$ cat src/hdl/cluster_periph_pkg.sv
// ********************
// Shared bus types, slave map and register offsets of the cluster peripherals
// Full 32-bit word accesses only; the byte offsets below are word aligned
// ********************
package cluster_periph_pkg;

  typedef logic [31:0] addr_t;
  typedef logic [31:0] data_t;

  localparam int unsigned NB_EVENTS = 8;
  typedef logic [NB_EVENTS-1:0] evt_vec_t;

  // Event line positions inside evt_vec_t
  localparam int unsigned EVT_TIMER = 0;
  localparam int unsigned EVT_DMA   = 1;
  localparam int unsigned EVT_SW    = 2;

  // Slave select, taken from address bits 11 to 10
  localparam logic [1:0] SLV_CTRL  = 2'd0;
  localparam logic [1:0] SLV_TIMER = 2'd1;
  localparam logic [1:0] SLV_EU    = 2'd2;
  localparam logic [1:0] SLV_NONE  = 2'd3;

  // Control unit offsets
  localparam logic [9:0] CTRL_EOC       = 10'h000;
  localparam logic [9:0] CTRL_FETCH_EN  = 10'h004;
  localparam logic [9:0] CTRL_BOOT_BASE = 10'h040;

  // Timer offsets
  localparam logic [9:0] TIM_CFG   = 10'h000;
  localparam logic [9:0] TIM_COUNT = 10'h004;
  localparam logic [9:0] TIM_CMP   = 10'h008;

  // Event unit offsets within the 0x10 stride of one core
  localparam logic [3:0] EU_MASK    = 4'h0;
  localparam logic [3:0] EU_BUFFER  = 4'h4;
  localparam logic [3:0] EU_SW_TRIG = 4'h8;

  localparam data_t UNMAPPED_RDATA = 32'hDEAD_B33F;

endpackage
$ cat src/hdl/periph_bus_if.sv
// ********************
// Peripheral bus, req/gnt then one-cycle r_valid; wen is high for a read
// ********************
`timescale 1ns/1ps

interface periph_bus_if;

  logic                      req;
  logic                      gnt;
  cluster_periph_pkg::addr_t add;
  logic                      wen;
  cluster_periph_pkg::data_t wdata;
  logic                      r_valid;
  cluster_periph_pkg::data_t r_rdata;

  modport master (
    output req, add, wen, wdata,
    input  gnt, r_valid, r_rdata
  );

  modport slave (
    input  req, add, wen, wdata,
    output gnt, r_valid, r_rdata
  );

endinterface

$ cat src/hdl/cluster_peripherals.sv
// ********************
// Single bus master, word accesses only; grant is combinational, response 1 cycle later
// ********************
`timescale 1ns/1ps

module cluster_peripherals #(
  parameter int unsigned               NB_CORES  = 4,
  parameter cluster_periph_pkg::addr_t BOOT_ADDR = 32'h1C00_0000
) (
  input  logic                                     clk_i,
  input  logic                                     rst_n_i,
  input  logic                                     periph_req_i,
  input  cluster_periph_pkg::addr_t                periph_add_i,
  input  logic                                     periph_wen_i,
  input  cluster_periph_pkg::data_t                periph_wdata_i,
  output logic                                     periph_gnt_o,
  output logic                                     periph_r_valid_o,
  output cluster_periph_pkg::data_t                periph_r_rdata_o,
  input  logic [NB_CORES-1:0]                      dma_evt_i,
  output logic                                     eoc_o,
  output logic [NB_CORES-1:0]                      fetch_enable_o,
  output cluster_periph_pkg::addr_t [NB_CORES-1:0] boot_addr_o,
  output logic [NB_CORES-1:0]                      irq_req_o
);

  logic timer_evt;

  periph_bus_if mst_bus  ();
  periph_bus_if ctrl_bus ();
  periph_bus_if tim_bus  ();
  periph_bus_if eu_bus   ();

  // Plain ports onto the master side of the demux
  assign mst_bus.req       = periph_req_i;
  assign mst_bus.add       = periph_add_i;
  assign mst_bus.wen       = periph_wen_i;
  assign mst_bus.wdata     = periph_wdata_i;
  assign periph_gnt_o      = mst_bus.gnt;
  assign periph_r_valid_o  = mst_bus.r_valid;
  assign periph_r_rdata_o  = mst_bus.r_rdata;

  periph_demux periph_demux_i (
    .clk_i    ( clk_i    ),
    .rst_n_i  ( rst_n_i  ),
    .mst      ( mst_bus  ),
    .slv_ctrl ( ctrl_bus ),
    .slv_tim  ( tim_bus  ),
    .slv_eu   ( eu_bus   )
  );

  cluster_control_unit #(
    .NB_CORES  ( NB_CORES  ),
    .BOOT_ADDR ( BOOT_ADDR )
  ) cluster_control_unit_i (
    .clk_i          ( clk_i          ),
    .rst_n_i        ( rst_n_i        ),
    .bus            ( ctrl_bus       ),
    .eoc_o          ( eoc_o          ),
    .fetch_enable_o ( fetch_enable_o ),
    .boot_addr_o    ( boot_addr_o    )
  );

  cluster_timer cluster_timer_i (
    .clk_i       ( clk_i     ),
    .rst_n_i     ( rst_n_i   ),
    .bus         ( tim_bus   ),
    .timer_evt_o ( timer_evt )
  );

  event_unit #(
    .NB_CORES ( NB_CORES )
  ) event_unit_i (
    .clk_i       ( clk_i     ),
    .rst_n_i     ( rst_n_i   ),
    .bus         ( eu_bus    ),
    .timer_evt_i ( timer_evt ),
    .dma_evt_i   ( dma_evt_i ),
    .irq_req_o   ( irq_req_o )
  );

endmodule

$ cat src/hdl/event_unit.sv
// ********************
// One 0x10 register block per core, at most 64 cores; a new event beats a clear
// ********************
`timescale 1ns/1ps

module event_unit #(
  parameter int unsigned NB_CORES = 4
) (
  input  logic                clk_i,
  input  logic                rst_n_i,
  periph_bus_if.slave         bus,
  input  logic                timer_evt_i,
  input  logic [NB_CORES-1:0] dma_evt_i,
  output logic [NB_CORES-1:0] irq_req_o
);

  logic                         wr;
  logic [3:0]                   reg_off;
  cluster_periph_pkg::evt_vec_t buffer_q [NB_CORES];
  cluster_periph_pkg::evt_vec_t mask_q   [NB_CORES];
  logic [NB_CORES-1:0]          irq_q;
  cluster_periph_pkg::data_t    rd_data;
  logic                         rvalid_q;
  cluster_periph_pkg::data_t    rdata_q;

  assign wr      = bus.req && !bus.wen;
  assign reg_off = bus.add[3:0];

  // ********************
  // Per-core event logic
  for (genvar c = 0; c < NB_CORES; c++) begin : g_core
    logic                         hit;
    cluster_periph_pkg::evt_vec_t set_v;
    cluster_periph_pkg::evt_vec_t clr_v;

    assign hit = wr && (bus.add[9:4] == 6'(c));

    always_comb begin
      set_v = '0;
      set_v[cluster_periph_pkg::EVT_TIMER] = timer_evt_i;
      set_v[cluster_periph_pkg::EVT_DMA]   = dma_evt_i[c];
      set_v[cluster_periph_pkg::EVT_SW]    = hit && (reg_off == cluster_periph_pkg::EU_SW_TRIG);
      clr_v = '0;
      if (hit && reg_off == cluster_periph_pkg::EU_BUFFER) begin
        clr_v = bus.wdata[cluster_periph_pkg::NB_EVENTS-1:0];
      end
    end

    always_ff @(posedge clk_i or negedge rst_n_i) begin
      if (!rst_n_i) begin
        buffer_q[c] <= '0;
        mask_q[c]   <= '0;
        irq_q[c]    <= 1'b0;
      end else begin
        buffer_q[c] <= (buffer_q[c] & ~clr_v) | set_v;
        irq_q[c]    <= |(buffer_q[c] & mask_q[c]);
        if (hit && reg_off == cluster_periph_pkg::EU_MASK) begin
          mask_q[c] <= bus.wdata[cluster_periph_pkg::NB_EVENTS-1:0];
        end
      end
    end
  end

  always_comb begin
    rd_data = '0;
    for (int c = 0; c < NB_CORES; c++) begin
      if (bus.add[9:4] == 6'(c)) begin
        if (reg_off == cluster_periph_pkg::EU_MASK) begin
          rd_data = cluster_periph_pkg::data_t'(mask_q[c]);
        end
        if (reg_off == cluster_periph_pkg::EU_BUFFER) begin
          rd_data = cluster_periph_pkg::data_t'(buffer_q[c]);
        end
      end
    end
  end

  // ********************
  // Bus response
  assign bus.gnt = bus.req;

  always_ff @(posedge clk_i or negedge rst_n_i) begin
    if (!rst_n_i) begin
      rvalid_q <= 1'b0;
    end else begin
      rvalid_q <= bus.req;
    end
  end

  always_ff @(posedge clk_i) begin
    rdata_q <= (bus.req && bus.wen) ? rd_data : '0;
  end

  assign bus.r_valid = rvalid_q;
  assign bus.r_rdata = rdata_q;
  assign irq_req_o   = irq_q;

endmodule

$ cat src/hdl/cluster_timer.sv
// ********************
// Counter wraps to 0 on a compare match; match pulses timer_evt_o one cycle later
// ********************
`timescale 1ns/1ps

module cluster_timer (
  input  logic        clk_i,
  input  logic        rst_n_i,
  periph_bus_if.slave bus,
  output logic        timer_evt_o
);

  logic                      wr;
  logic                      match;
  logic                      en_q;
  cluster_periph_pkg::data_t count_q;
  cluster_periph_pkg::data_t cmp_q;
  logic                      evt_q;
  cluster_periph_pkg::data_t rd_data;
  logic                      rvalid_q;
  cluster_periph_pkg::data_t rdata_q;

  assign wr    = bus.req && !bus.wen;
  assign match = en_q && (count_q == cmp_q);

  always_ff @(posedge clk_i or negedge rst_n_i) begin
    if (!rst_n_i) begin
      en_q    <= 1'b0;
      count_q <= '0;
      cmp_q   <= '0;
      evt_q   <= 1'b0;
    end else begin
      evt_q <= match;
      if (wr && bus.add[9:0] == cluster_periph_pkg::TIM_CFG) begin
        en_q <= bus.wdata[0];
      end
      if (wr && bus.add[9:0] == cluster_periph_pkg::TIM_CMP) begin
        cmp_q <= bus.wdata;
      end
      // A software write to the count takes priority over counting
      if (wr && bus.add[9:0] == cluster_periph_pkg::TIM_COUNT) begin
        count_q <= bus.wdata;
      end else if (en_q) begin
        count_q <= match ? '0 : count_q + 1'b1;
      end
    end
  end

  always_comb begin
    case (bus.add[9:0])
      cluster_periph_pkg::TIM_CFG:   rd_data = cluster_periph_pkg::data_t'(en_q);
      cluster_periph_pkg::TIM_COUNT: rd_data = count_q;
      cluster_periph_pkg::TIM_CMP:   rd_data = cmp_q;
      default:                       rd_data = '0;
    endcase
  end

  // ********************
  // Bus response
  assign bus.gnt = bus.req;

  always_ff @(posedge clk_i or negedge rst_n_i) begin
    if (!rst_n_i) begin
      rvalid_q <= 1'b0;
    end else begin
      rvalid_q <= bus.req;
    end
  end

  always_ff @(posedge clk_i) begin
    rdata_q <= (bus.req && bus.wen) ? rd_data : '0;
  end

  assign bus.r_valid = rvalid_q;
  assign bus.r_rdata = rdata_q;
  assign timer_evt_o = evt_q;

endmodule

$ cat src/hdl/cluster_control_unit.sv
// ********************
// EOC, fetch enable and boot addresses; NB_CORES must not exceed 32
// ********************
`timescale 1ns/1ps

module cluster_control_unit #(
  parameter int unsigned               NB_CORES  = 4,
  parameter cluster_periph_pkg::addr_t BOOT_ADDR = 32'h1C00_0000
) (
  input  logic                                     clk_i,
  input  logic                                     rst_n_i,
  periph_bus_if.slave                              bus,
  output logic                                     eoc_o,
  output logic [NB_CORES-1:0]                      fetch_enable_o,
  output cluster_periph_pkg::addr_t [NB_CORES-1:0] boot_addr_o
);

  logic                                     wr;
  logic                                     eoc_q;
  logic [NB_CORES-1:0]                      fetch_en_q;
  cluster_periph_pkg::addr_t [NB_CORES-1:0] boot_q;
  cluster_periph_pkg::data_t                rd_data;
  logic                                     rvalid_q;
  cluster_periph_pkg::data_t                rdata_q;

  assign wr = bus.req && !bus.wen;

  // ********************
  // Register file
  always_ff @(posedge clk_i or negedge rst_n_i) begin
    if (!rst_n_i) begin
      eoc_q      <= 1'b0;
      fetch_en_q <= '0;
      boot_q     <= {NB_CORES{BOOT_ADDR}};
    end else if (wr) begin
      if (bus.add[9:0] == cluster_periph_pkg::CTRL_EOC) begin
        eoc_q <= bus.wdata[0];
      end
      if (bus.add[9:0] == cluster_periph_pkg::CTRL_FETCH_EN) begin
        fetch_en_q <= bus.wdata[NB_CORES-1:0];
      end
      for (int c = 0; c < NB_CORES; c++) begin
        if (bus.add[9:0] == cluster_periph_pkg::CTRL_BOOT_BASE + 10'(4 * c)) begin
          boot_q[c] <= bus.wdata;
        end
      end
    end
  end

  always_comb begin
    rd_data = '0;
    if (bus.add[9:0] == cluster_periph_pkg::CTRL_EOC) begin
      rd_data = cluster_periph_pkg::data_t'(eoc_q);
    end
    if (bus.add[9:0] == cluster_periph_pkg::CTRL_FETCH_EN) begin
      rd_data = cluster_periph_pkg::data_t'(fetch_en_q);
    end
    for (int c = 0; c < NB_CORES; c++) begin
      if (bus.add[9:0] == cluster_periph_pkg::CTRL_BOOT_BASE + 10'(4 * c)) begin
        rd_data = boot_q[c];
      end
    end
  end

  // ********************
  // Bus response
  assign bus.gnt = bus.req;

  always_ff @(posedge clk_i or negedge rst_n_i) begin
    if (!rst_n_i) begin
      rvalid_q <= 1'b0;
    end else begin
      rvalid_q <= bus.req;
    end
  end

  // Writes answer with zero
  always_ff @(posedge clk_i) begin
    rdata_q <= (bus.req && bus.wen) ? rd_data : '0;
  end

  assign bus.r_valid    = rvalid_q;
  assign bus.r_rdata    = rdata_q;
  assign eoc_o          = eoc_q;
  assign fetch_enable_o = fetch_en_q;
  assign boot_addr_o    = boot_q;

endmodule

$ cat src/hdl/periph_demux.sv
// ********************
// Address bits 11:10 pick the slave; slaves must answer exactly one cycle after grant
// ********************
`timescale 1ns/1ps

module periph_demux (
  input  logic         clk_i,
  input  logic         rst_n_i,
  periph_bus_if.slave  mst,
  periph_bus_if.master slv_ctrl,
  periph_bus_if.master slv_tim,
  periph_bus_if.master slv_eu
);

  logic [1:0] sel;
  logic [1:0] sel_q;
  logic       unm_valid_q;
  logic       unm_rd_q;

  assign sel = mst.add[11:10];

  // ********************
  // Request path
  // Fields are broadcast, only req is steered
  assign slv_ctrl.req   = mst.req && (sel == cluster_periph_pkg::SLV_CTRL);
  assign slv_ctrl.add   = mst.add;
  assign slv_ctrl.wen   = mst.wen;
  assign slv_ctrl.wdata = mst.wdata;

  assign slv_tim.req    = mst.req && (sel == cluster_periph_pkg::SLV_TIMER);
  assign slv_tim.add    = mst.add;
  assign slv_tim.wen    = mst.wen;
  assign slv_tim.wdata  = mst.wdata;

  assign slv_eu.req     = mst.req && (sel == cluster_periph_pkg::SLV_EU);
  assign slv_eu.add     = mst.add;
  assign slv_eu.wen     = mst.wen;
  assign slv_eu.wdata   = mst.wdata;

  always_comb begin
    case (sel)
      cluster_periph_pkg::SLV_CTRL:  mst.gnt = slv_ctrl.gnt;
      cluster_periph_pkg::SLV_TIMER: mst.gnt = slv_tim.gnt;
      cluster_periph_pkg::SLV_EU:    mst.gnt = slv_eu.gnt;
      // Unmapped hole is granted right here
      default:                       mst.gnt = mst.req;
    endcase
  end

  // ********************
  // Response path
  always_ff @(posedge clk_i or negedge rst_n_i) begin
    if (!rst_n_i) begin
      sel_q       <= cluster_periph_pkg::SLV_CTRL;
      unm_valid_q <= 1'b0;
    end else begin
      unm_valid_q <= mst.req && (sel == cluster_periph_pkg::SLV_NONE);
      if (mst.req && mst.gnt) begin
        sel_q <= sel;
      end
    end
  end

  always_ff @(posedge clk_i) begin
    unm_rd_q <= mst.wen;
  end

  always_comb begin
    case (sel_q)
      cluster_periph_pkg::SLV_CTRL: begin
        mst.r_valid = slv_ctrl.r_valid;
        mst.r_rdata = slv_ctrl.r_rdata;
      end
      cluster_periph_pkg::SLV_TIMER: begin
        mst.r_valid = slv_tim.r_valid;
        mst.r_rdata = slv_tim.r_rdata;
      end
      cluster_periph_pkg::SLV_EU: begin
        mst.r_valid = slv_eu.r_valid;
        mst.r_rdata = slv_eu.r_rdata;
      end
      default: begin
        mst.r_valid = unm_valid_q;
        mst.r_rdata = unm_rd_q ? cluster_periph_pkg::UNMAPPED_RDATA : '0;
      end
    endcase
  end

endmodule

$ cat config.mk
export PLATFORM = sky130hd
export DESIGN_NAME = cluster_peripherals
export DESIGN_NICKNAME = d
export VERILOG_FILES = /design/src/hdl/cluster_periph_pkg.sv /design/src/hdl/periph_bus_if.sv /design/src/hdl/cluster_peripherals.sv /design/src/hdl/event_unit.sv /design/src/hdl/cluster_timer.sv /design/src/hdl/cluster_control_unit.sv /design/src/hdl/periph_demux.sv
export SDC_FILE = /design/constraint.sdc
export NUM_CORES = 1
export LEC_CHECK = 0
export ABC_AREA = 0
export BUFFER_PORTS_ARGS = -buffer_cell sky130_fd_sc_hd__clkbuf_2
export CORE_UTILIZATION = 61
export DETAILED_ROUTE_END_ITERATION = 8
export GPL_TIMING_DRIVEN = 0
export HOLD_SLACK_MARGIN = 0.05
export PLACE_DENSITY = 0.95
export REMOVE_ABC_BUFFERS = 1
export SLEW_MARGIN = 5
export SYNTH_ARGS = -nofsm -noshare
export SYNTH_HDL_FRONTEND = slang
export SYNTH_SLANG_ARGS = --single-unit
$ cat constraint.sdc
create_clock -name clk_i -period 6.51 [get_ports clk_i]
set_clock_uncertainty 0.1 [all_clocks]
set_input_delay 1.302 -clock clk_i [delete_from_list [all_inputs] [get_ports clk_i]]
set_output_delay 1.302 -clock clk_i [all_outputs]
set_load 0.03 [all_outputs]
==> implementation parameters <==
Parameter                              Value

Run status
  Outcome    finished, final reports clean

Setup path
  Startpoint Class    flip-flop
  Required time worst endpoint    between 5 and 6 ns
  Worst endpoint data arrival time    approximately 3.1 ns
  Standard cell with the maximum stage delay on the critical path    sky130_fd_sc_hd__dfrtp_2
  Crit-path cells    nand3_1, o21ai_0, clkbuf_2
  Number of buffer and inverter instances along the worst setup path    1
  WS Path Type    reg -> out
  Largest fanout of any net on the critical path    35
  Largest stage delay, worst path    between 0.9 and 1 ns
  Kind of end point of the critical path    output port
  Cell class contributing the biggest share of worst-path delay    flip-flops

Global routing
  First-pass GRT wire length    just over 70000 um
  Remaining global-route overflow    0
  Number of global-route vias before repair    roughly 13000
  Met2 routing resource usage after global routing    0.5717
  Met1 Use GR    0.4650
  Total routing usage reported by global routing    0.3643
  Number of antenna violations at the first check in global routing    1
  Met3 usage in global routing    0.1000
  Largest net degree at the start of global routing    99
  Gr busiest metal    met2

Synth
  Number of distinct standard cells referenced by the synthesized netlist    57
  Average size of a mapped cell    11.96 um^2
  Synthesized flop and latch total    346
  Number of flops mapped to enable cells by yosys    0
  Proportion of synthesized flip-flops having asynchronous set or reset    0.7890
  Gate count of the mapped netlist    1273
  Sequential cell area fraction in the yosys report    0.5457
  Mapped Area    ~0.015 mm^2
  Yosys warnings    0
  Commonest register cell after synthesis    sky130_fd_sc_hd__dfrtp_1

Placed design
  Final Wtd Congestion    0.9178
  Input/output buffers    roughly 220
  Detailed-placement wirelength estimate    28500 um
  Total placed instance area    0.01677 mm^2
  Worst slack, placed    1.662 ns

Cells and area
  Most frequent standard cell in the layout excluding fill and tap cells    sky130_fd_sc_hd__dfrtp_1
  Total Nets Final    between 1500 and 2000
  Fraction of final layout cells with drive strength greater than 1    0.3711
  Ant. Diodes    0
  Total non-filler cell area in the finished layout    around 0.018 mm^2
  Fraction of the core area covered by cells at the end of the flow    0.7379
  Relative area change from synthesis to final layout    18.23%
  Final-layout fill cell count    approximately 1500
  Top library cells by usage in the layout, fill and taps aside    259 x sky130_fd_sc_hd__dfrtp_1, 221 x sky130_fd_sc_hd__clkbuf_2, 200 x sky130_fd_sc_hd__mux2_2

Power
  Worst vdd ir    about 230 uV
  Power per cell area    about 250 mW/mm^2
  Leakage dissipation    between 8 and 9 nW
  Pwr Total    about 0.0045 W

Clock tree
  Number of resized instances in the post-cts repair step    0
  Post-cts hold buffer count    0
  CTS clock-pin slew for the worst setup and hold paths    0.07 ns
  Later-pin clock latency in the skew report    0.54 ns
  Largest buffer count on any clock path    3
  Clock sinks    346
  CTS tree    yes
  Cell chosen for the clock root    sky130_fd_sc_hd__clkbuf_16
  Clock buffer count from CTS    36
  H-tree levels    2
  Number of buffers inserted to repair setup after CTS    0

Floorplan
  Vertical extent of the die    approximately 160 um
  Cell row count    57
  Core outline area    0.02439 mm^2
  Die area    roughly 0.026 mm^2
  Chip width    160.0 um
  Boundary pin count    around 240
  Starting density of the core    0.6241

Timing
  Final period util    0.6946
  Hold Vio Cnt, Final    0
  RSZ-0062 raised after global routing    false
  Peak Freq    around 220 MHz
  Time the worst path needs with I/O delays and setup    roughly 4.5 ns
  Worst slew margin relative to its limit    0.1676
  Pins Over Slew Limit    0
  Number of setup violations in the final report    0
  Measured slew at the worst slew-check pin    approximately 1.2 ns
  Worst Slack Setup Final    around 2.0 ns
  Setup TNS after final layout    0 ns

Min path
  Worst min-delay path category    reg -> reg

Drt
  First-pass iteration count of the detailed router    9
  Drt drc    0
  Wire length after detailed routing    roughly 46000 um
  Via count    between 10000 and 15000
  Post-DRT Antenna Nets    0
  Detailed Route Iter0 Violations    around 2100
  DR WL/cell    around 26 um
  Via/cell ratio    slightly below 7

Flow run
  Maximum capacitance violations    0
==> layout make-up <==
cell class / count / area, um^2 / area share
timing repair buffer: 235 / 1426 / 0.07925
clock inverter: 15 / 195.2 / 0.01084
clock buffer: 50 / 1023 / 0.05686
tap: 324 / 405.4 / 0.02252
multi-input combinational: 837 / 6611 / 0.3673
inverter: 7 / 26.28 / 0.001460
sequential: 346 / 8310 / 0.4617
==> sequential cells by signal (all words and copies together) (netlist names) <==
name                                   cells
cluster_timer_i.bus.r_rdata               32
event_unit_i.mask_q                       32
event_unit_i.buffer_q                     32
cluster_control_unit_i.fetch_enable_o      4
cluster_timer_i.timer_evt_o                1
cluster_timer_i.cmp_q                     32
cluster_timer_i.count_q                   32
cluster_timer_i.bus.r_valid                1
periph_demux_i.unm_rd_q                    1
periph_demux_i.unm_valid_q                 1
event_unit_i.bus.r_valid                   1
periph_demux_i.sel_q                       2
cluster_control_unit_i.bus.r_valid         1
event_unit_i.bus.r_rdata                   8
cluster_control_unit_i.eoc_o               1
cluster_control_unit_i.bus.r_rdata        32
event_unit_i.irq_req_o                     4
cluster_control_unit_i.boot_addr_o       128
cluster_timer_i.en_q                       1
==> worst register-to-register path: stages, from the launching register on <==
cell	delay, ns
sky130_fd_sc_hd__dfrtp_1	0.50
sky130_fd_sc_hd__xnor2_1	0.34
sky130_fd_sc_hd__nand4_1	0.23
sky130_fd_sc_hd__nor4_1	0.64
sky130_fd_sc_hd__nand3_1	1.06
sky130_fd_sc_hd__nand2_1	0.89
sky130_fd_sc_hd__o41ai_1	0.22
sky130_fd_sc_hd__o22a_1	0.24
==> report_power, final <==
group | leakage, nW | switching [W] | internal, W
logic | 3.53 | 0.000132 | 0.0000499
clock network | 0.598 | 0.000862 | 0.00126
registers | 4.26 | 0.0000219 | 0.00215
total | 8.39 | 0.00102 | 0.00347
==> layer usage <==
layer,routed length (um),share of wire,vias to the layer above
li1,-,-,5058
met1,16940,0.37,6154
met2,21400,0.46,1011
met3,5425,0.12,263
met4,2598,0.056,2
met5,13,0.00028,-
==> Yosys cell counts, types with 3 or more instances <==
| library cell | n | area [um^2] |
|---|---|---|
| sky130_fd_sc_hd__mux2i_1 | 30 | 300.3 |
| sky130_fd_sc_hd__nor2_1 | 66 | 247.7 |
| sky130_fd_sc_hd__mux2_2 | 200 | 2252 |
| sky130_fd_sc_hd__nand4_1 | 16 | 100.1 |
| sky130_fd_sc_hd__nand2_1 | 97 | 364.1 |
| sky130_fd_sc_hd__a21o_1 | 9 | 67.56 |
| sky130_fd_sc_hd__mux2_4 | 8 | 120.1 |
| sky130_fd_sc_hd__nand3_1 | 37 | 185.2 |
| sky130_fd_sc_hd__clkbuf_1 | 46 | 172.7 |
| sky130_fd_sc_hd__a222oi_1 | 9 | 90.09 |
| sky130_fd_sc_hd__a21boi_0 | 25 | 187.7 |
| sky130_fd_sc_hd__nor3_1 | 14 | 70.07 |
| sky130_fd_sc_hd__nor2b_1 | 4 | 25.02 |
| sky130_fd_sc_hd__nor4_1 | 4 | 25.02 |
| sky130_fd_sc_hd__xor2_1 | 12 | 105.1 |
| sky130_fd_sc_hd__o41ai_1 | 3 | 26.28 |
| sky130_fd_sc_hd__mux4_2 | 14 | 315.3 |
| sky130_fd_sc_hd__o21a_1 | 3 | 22.52 |
| sky130_fd_sc_hd__or3_1 | 6 | 37.54 |
| sky130_fd_sc_hd__nand2b_1 | 3 | 18.77 |
| sky130_fd_sc_hd__buf_1 | 19 | 71.32 |
| sky130_fd_sc_hd__buf_2 | 17 | 85.08 |
| sky130_fd_sc_hd__o22a_1 | 7 | 61.31 |
| sky130_fd_sc_hd__a22oi_1 | 105 | 788.3 |
| sky130_fd_sc_hd__dfrtp_1 | 261 | 6531 |
| sky130_fd_sc_hd__o21ai_0 | 35 | 175.2 |
| sky130_fd_sc_hd__and4_1 | 6 | 52.55 |
| sky130_fd_sc_hd__a31oi_1 | 5 | 31.28 |
| sky130_fd_sc_hd__dfxtp_1 | 73 | 1461 |
| sky130_fd_sc_hd__inv_1 | 7 | 26.28 |
| sky130_fd_sc_hd__and3_1 | 7 | 43.79 |
| sky130_fd_sc_hd__o31ai_1 | 4 | 30.03 |
| sky130_fd_sc_hd__dfstp_2 | 12 | 315.3 |
| sky130_fd_sc_hd__a21oi_1 | 44 | 220.2 |
| sky130_fd_sc_hd__xnor2_1 | 38 | 332.8 |
==> kinds of logic (layout without fill, tap and decap cells) <==
| group | after synthesis | after routing | share of synthesized area |
|---|---|---|---|
| adders and majority gates | 1 | 1 | 0.0008218 |
| muxes | 252 | 252 | 0.1963 |
| DFF | 346 | 346 | 0.5457 |
| buffers and inverters | 90 | 307 | 0.02408 |
| and+or+nand+nor | 275 | 275 | 0.08720 |
| xor gates and xnor gates | 50 | 50 | 0.02877 |
| AOI/OAI and AO/OA | 259 | 259 | 0.1171 |
==> path summary, 6_finish.rpt <==
check | startpoint | to | slack (ns) | depth (start not counted)
max in group asynchronous | rst_n_i | cluster_control_unit_i.boot_addr_o[91] | 4.18 | 3
worst max register to register | cluster_timer_i.count_q[4] | cluster_timer_i.count_q[15] | 2.19 | 7
worst min register to register | event_unit_i.buffer_q[1] | event_unit_i.buffer_q[1] | 0.42 | 1
worst max-delay path | periph_demux_i.sel_q[1] | periph_r_rdata_o[18] | 1.99 | 3
min in group asynchronous | rst_n_i | event_unit_i.mask_q[22] | 0.73 | 1
worst min-delay path | event_unit_i.buffer_q[1] | event_unit_i.buffer_q[1] | 0.42 | 1
==> through the flow <==
| stage | instances | hold slack, ns |
|---|---|---|
| 3_3_place_gp | 1736 | 0.3878 |
| 6_report | 1814 | 0.4198 |
| 5_1_grt | 1814 | 0.4414 |
| 4_1_cts | 1814 | 0.4124 |
| 3_5_place_dp | 1749 | 0.3971 |
| 2_1_floorplan | 1190 | 0.3667 |
No activity file was read; power rests on OpenSTA's default activity.
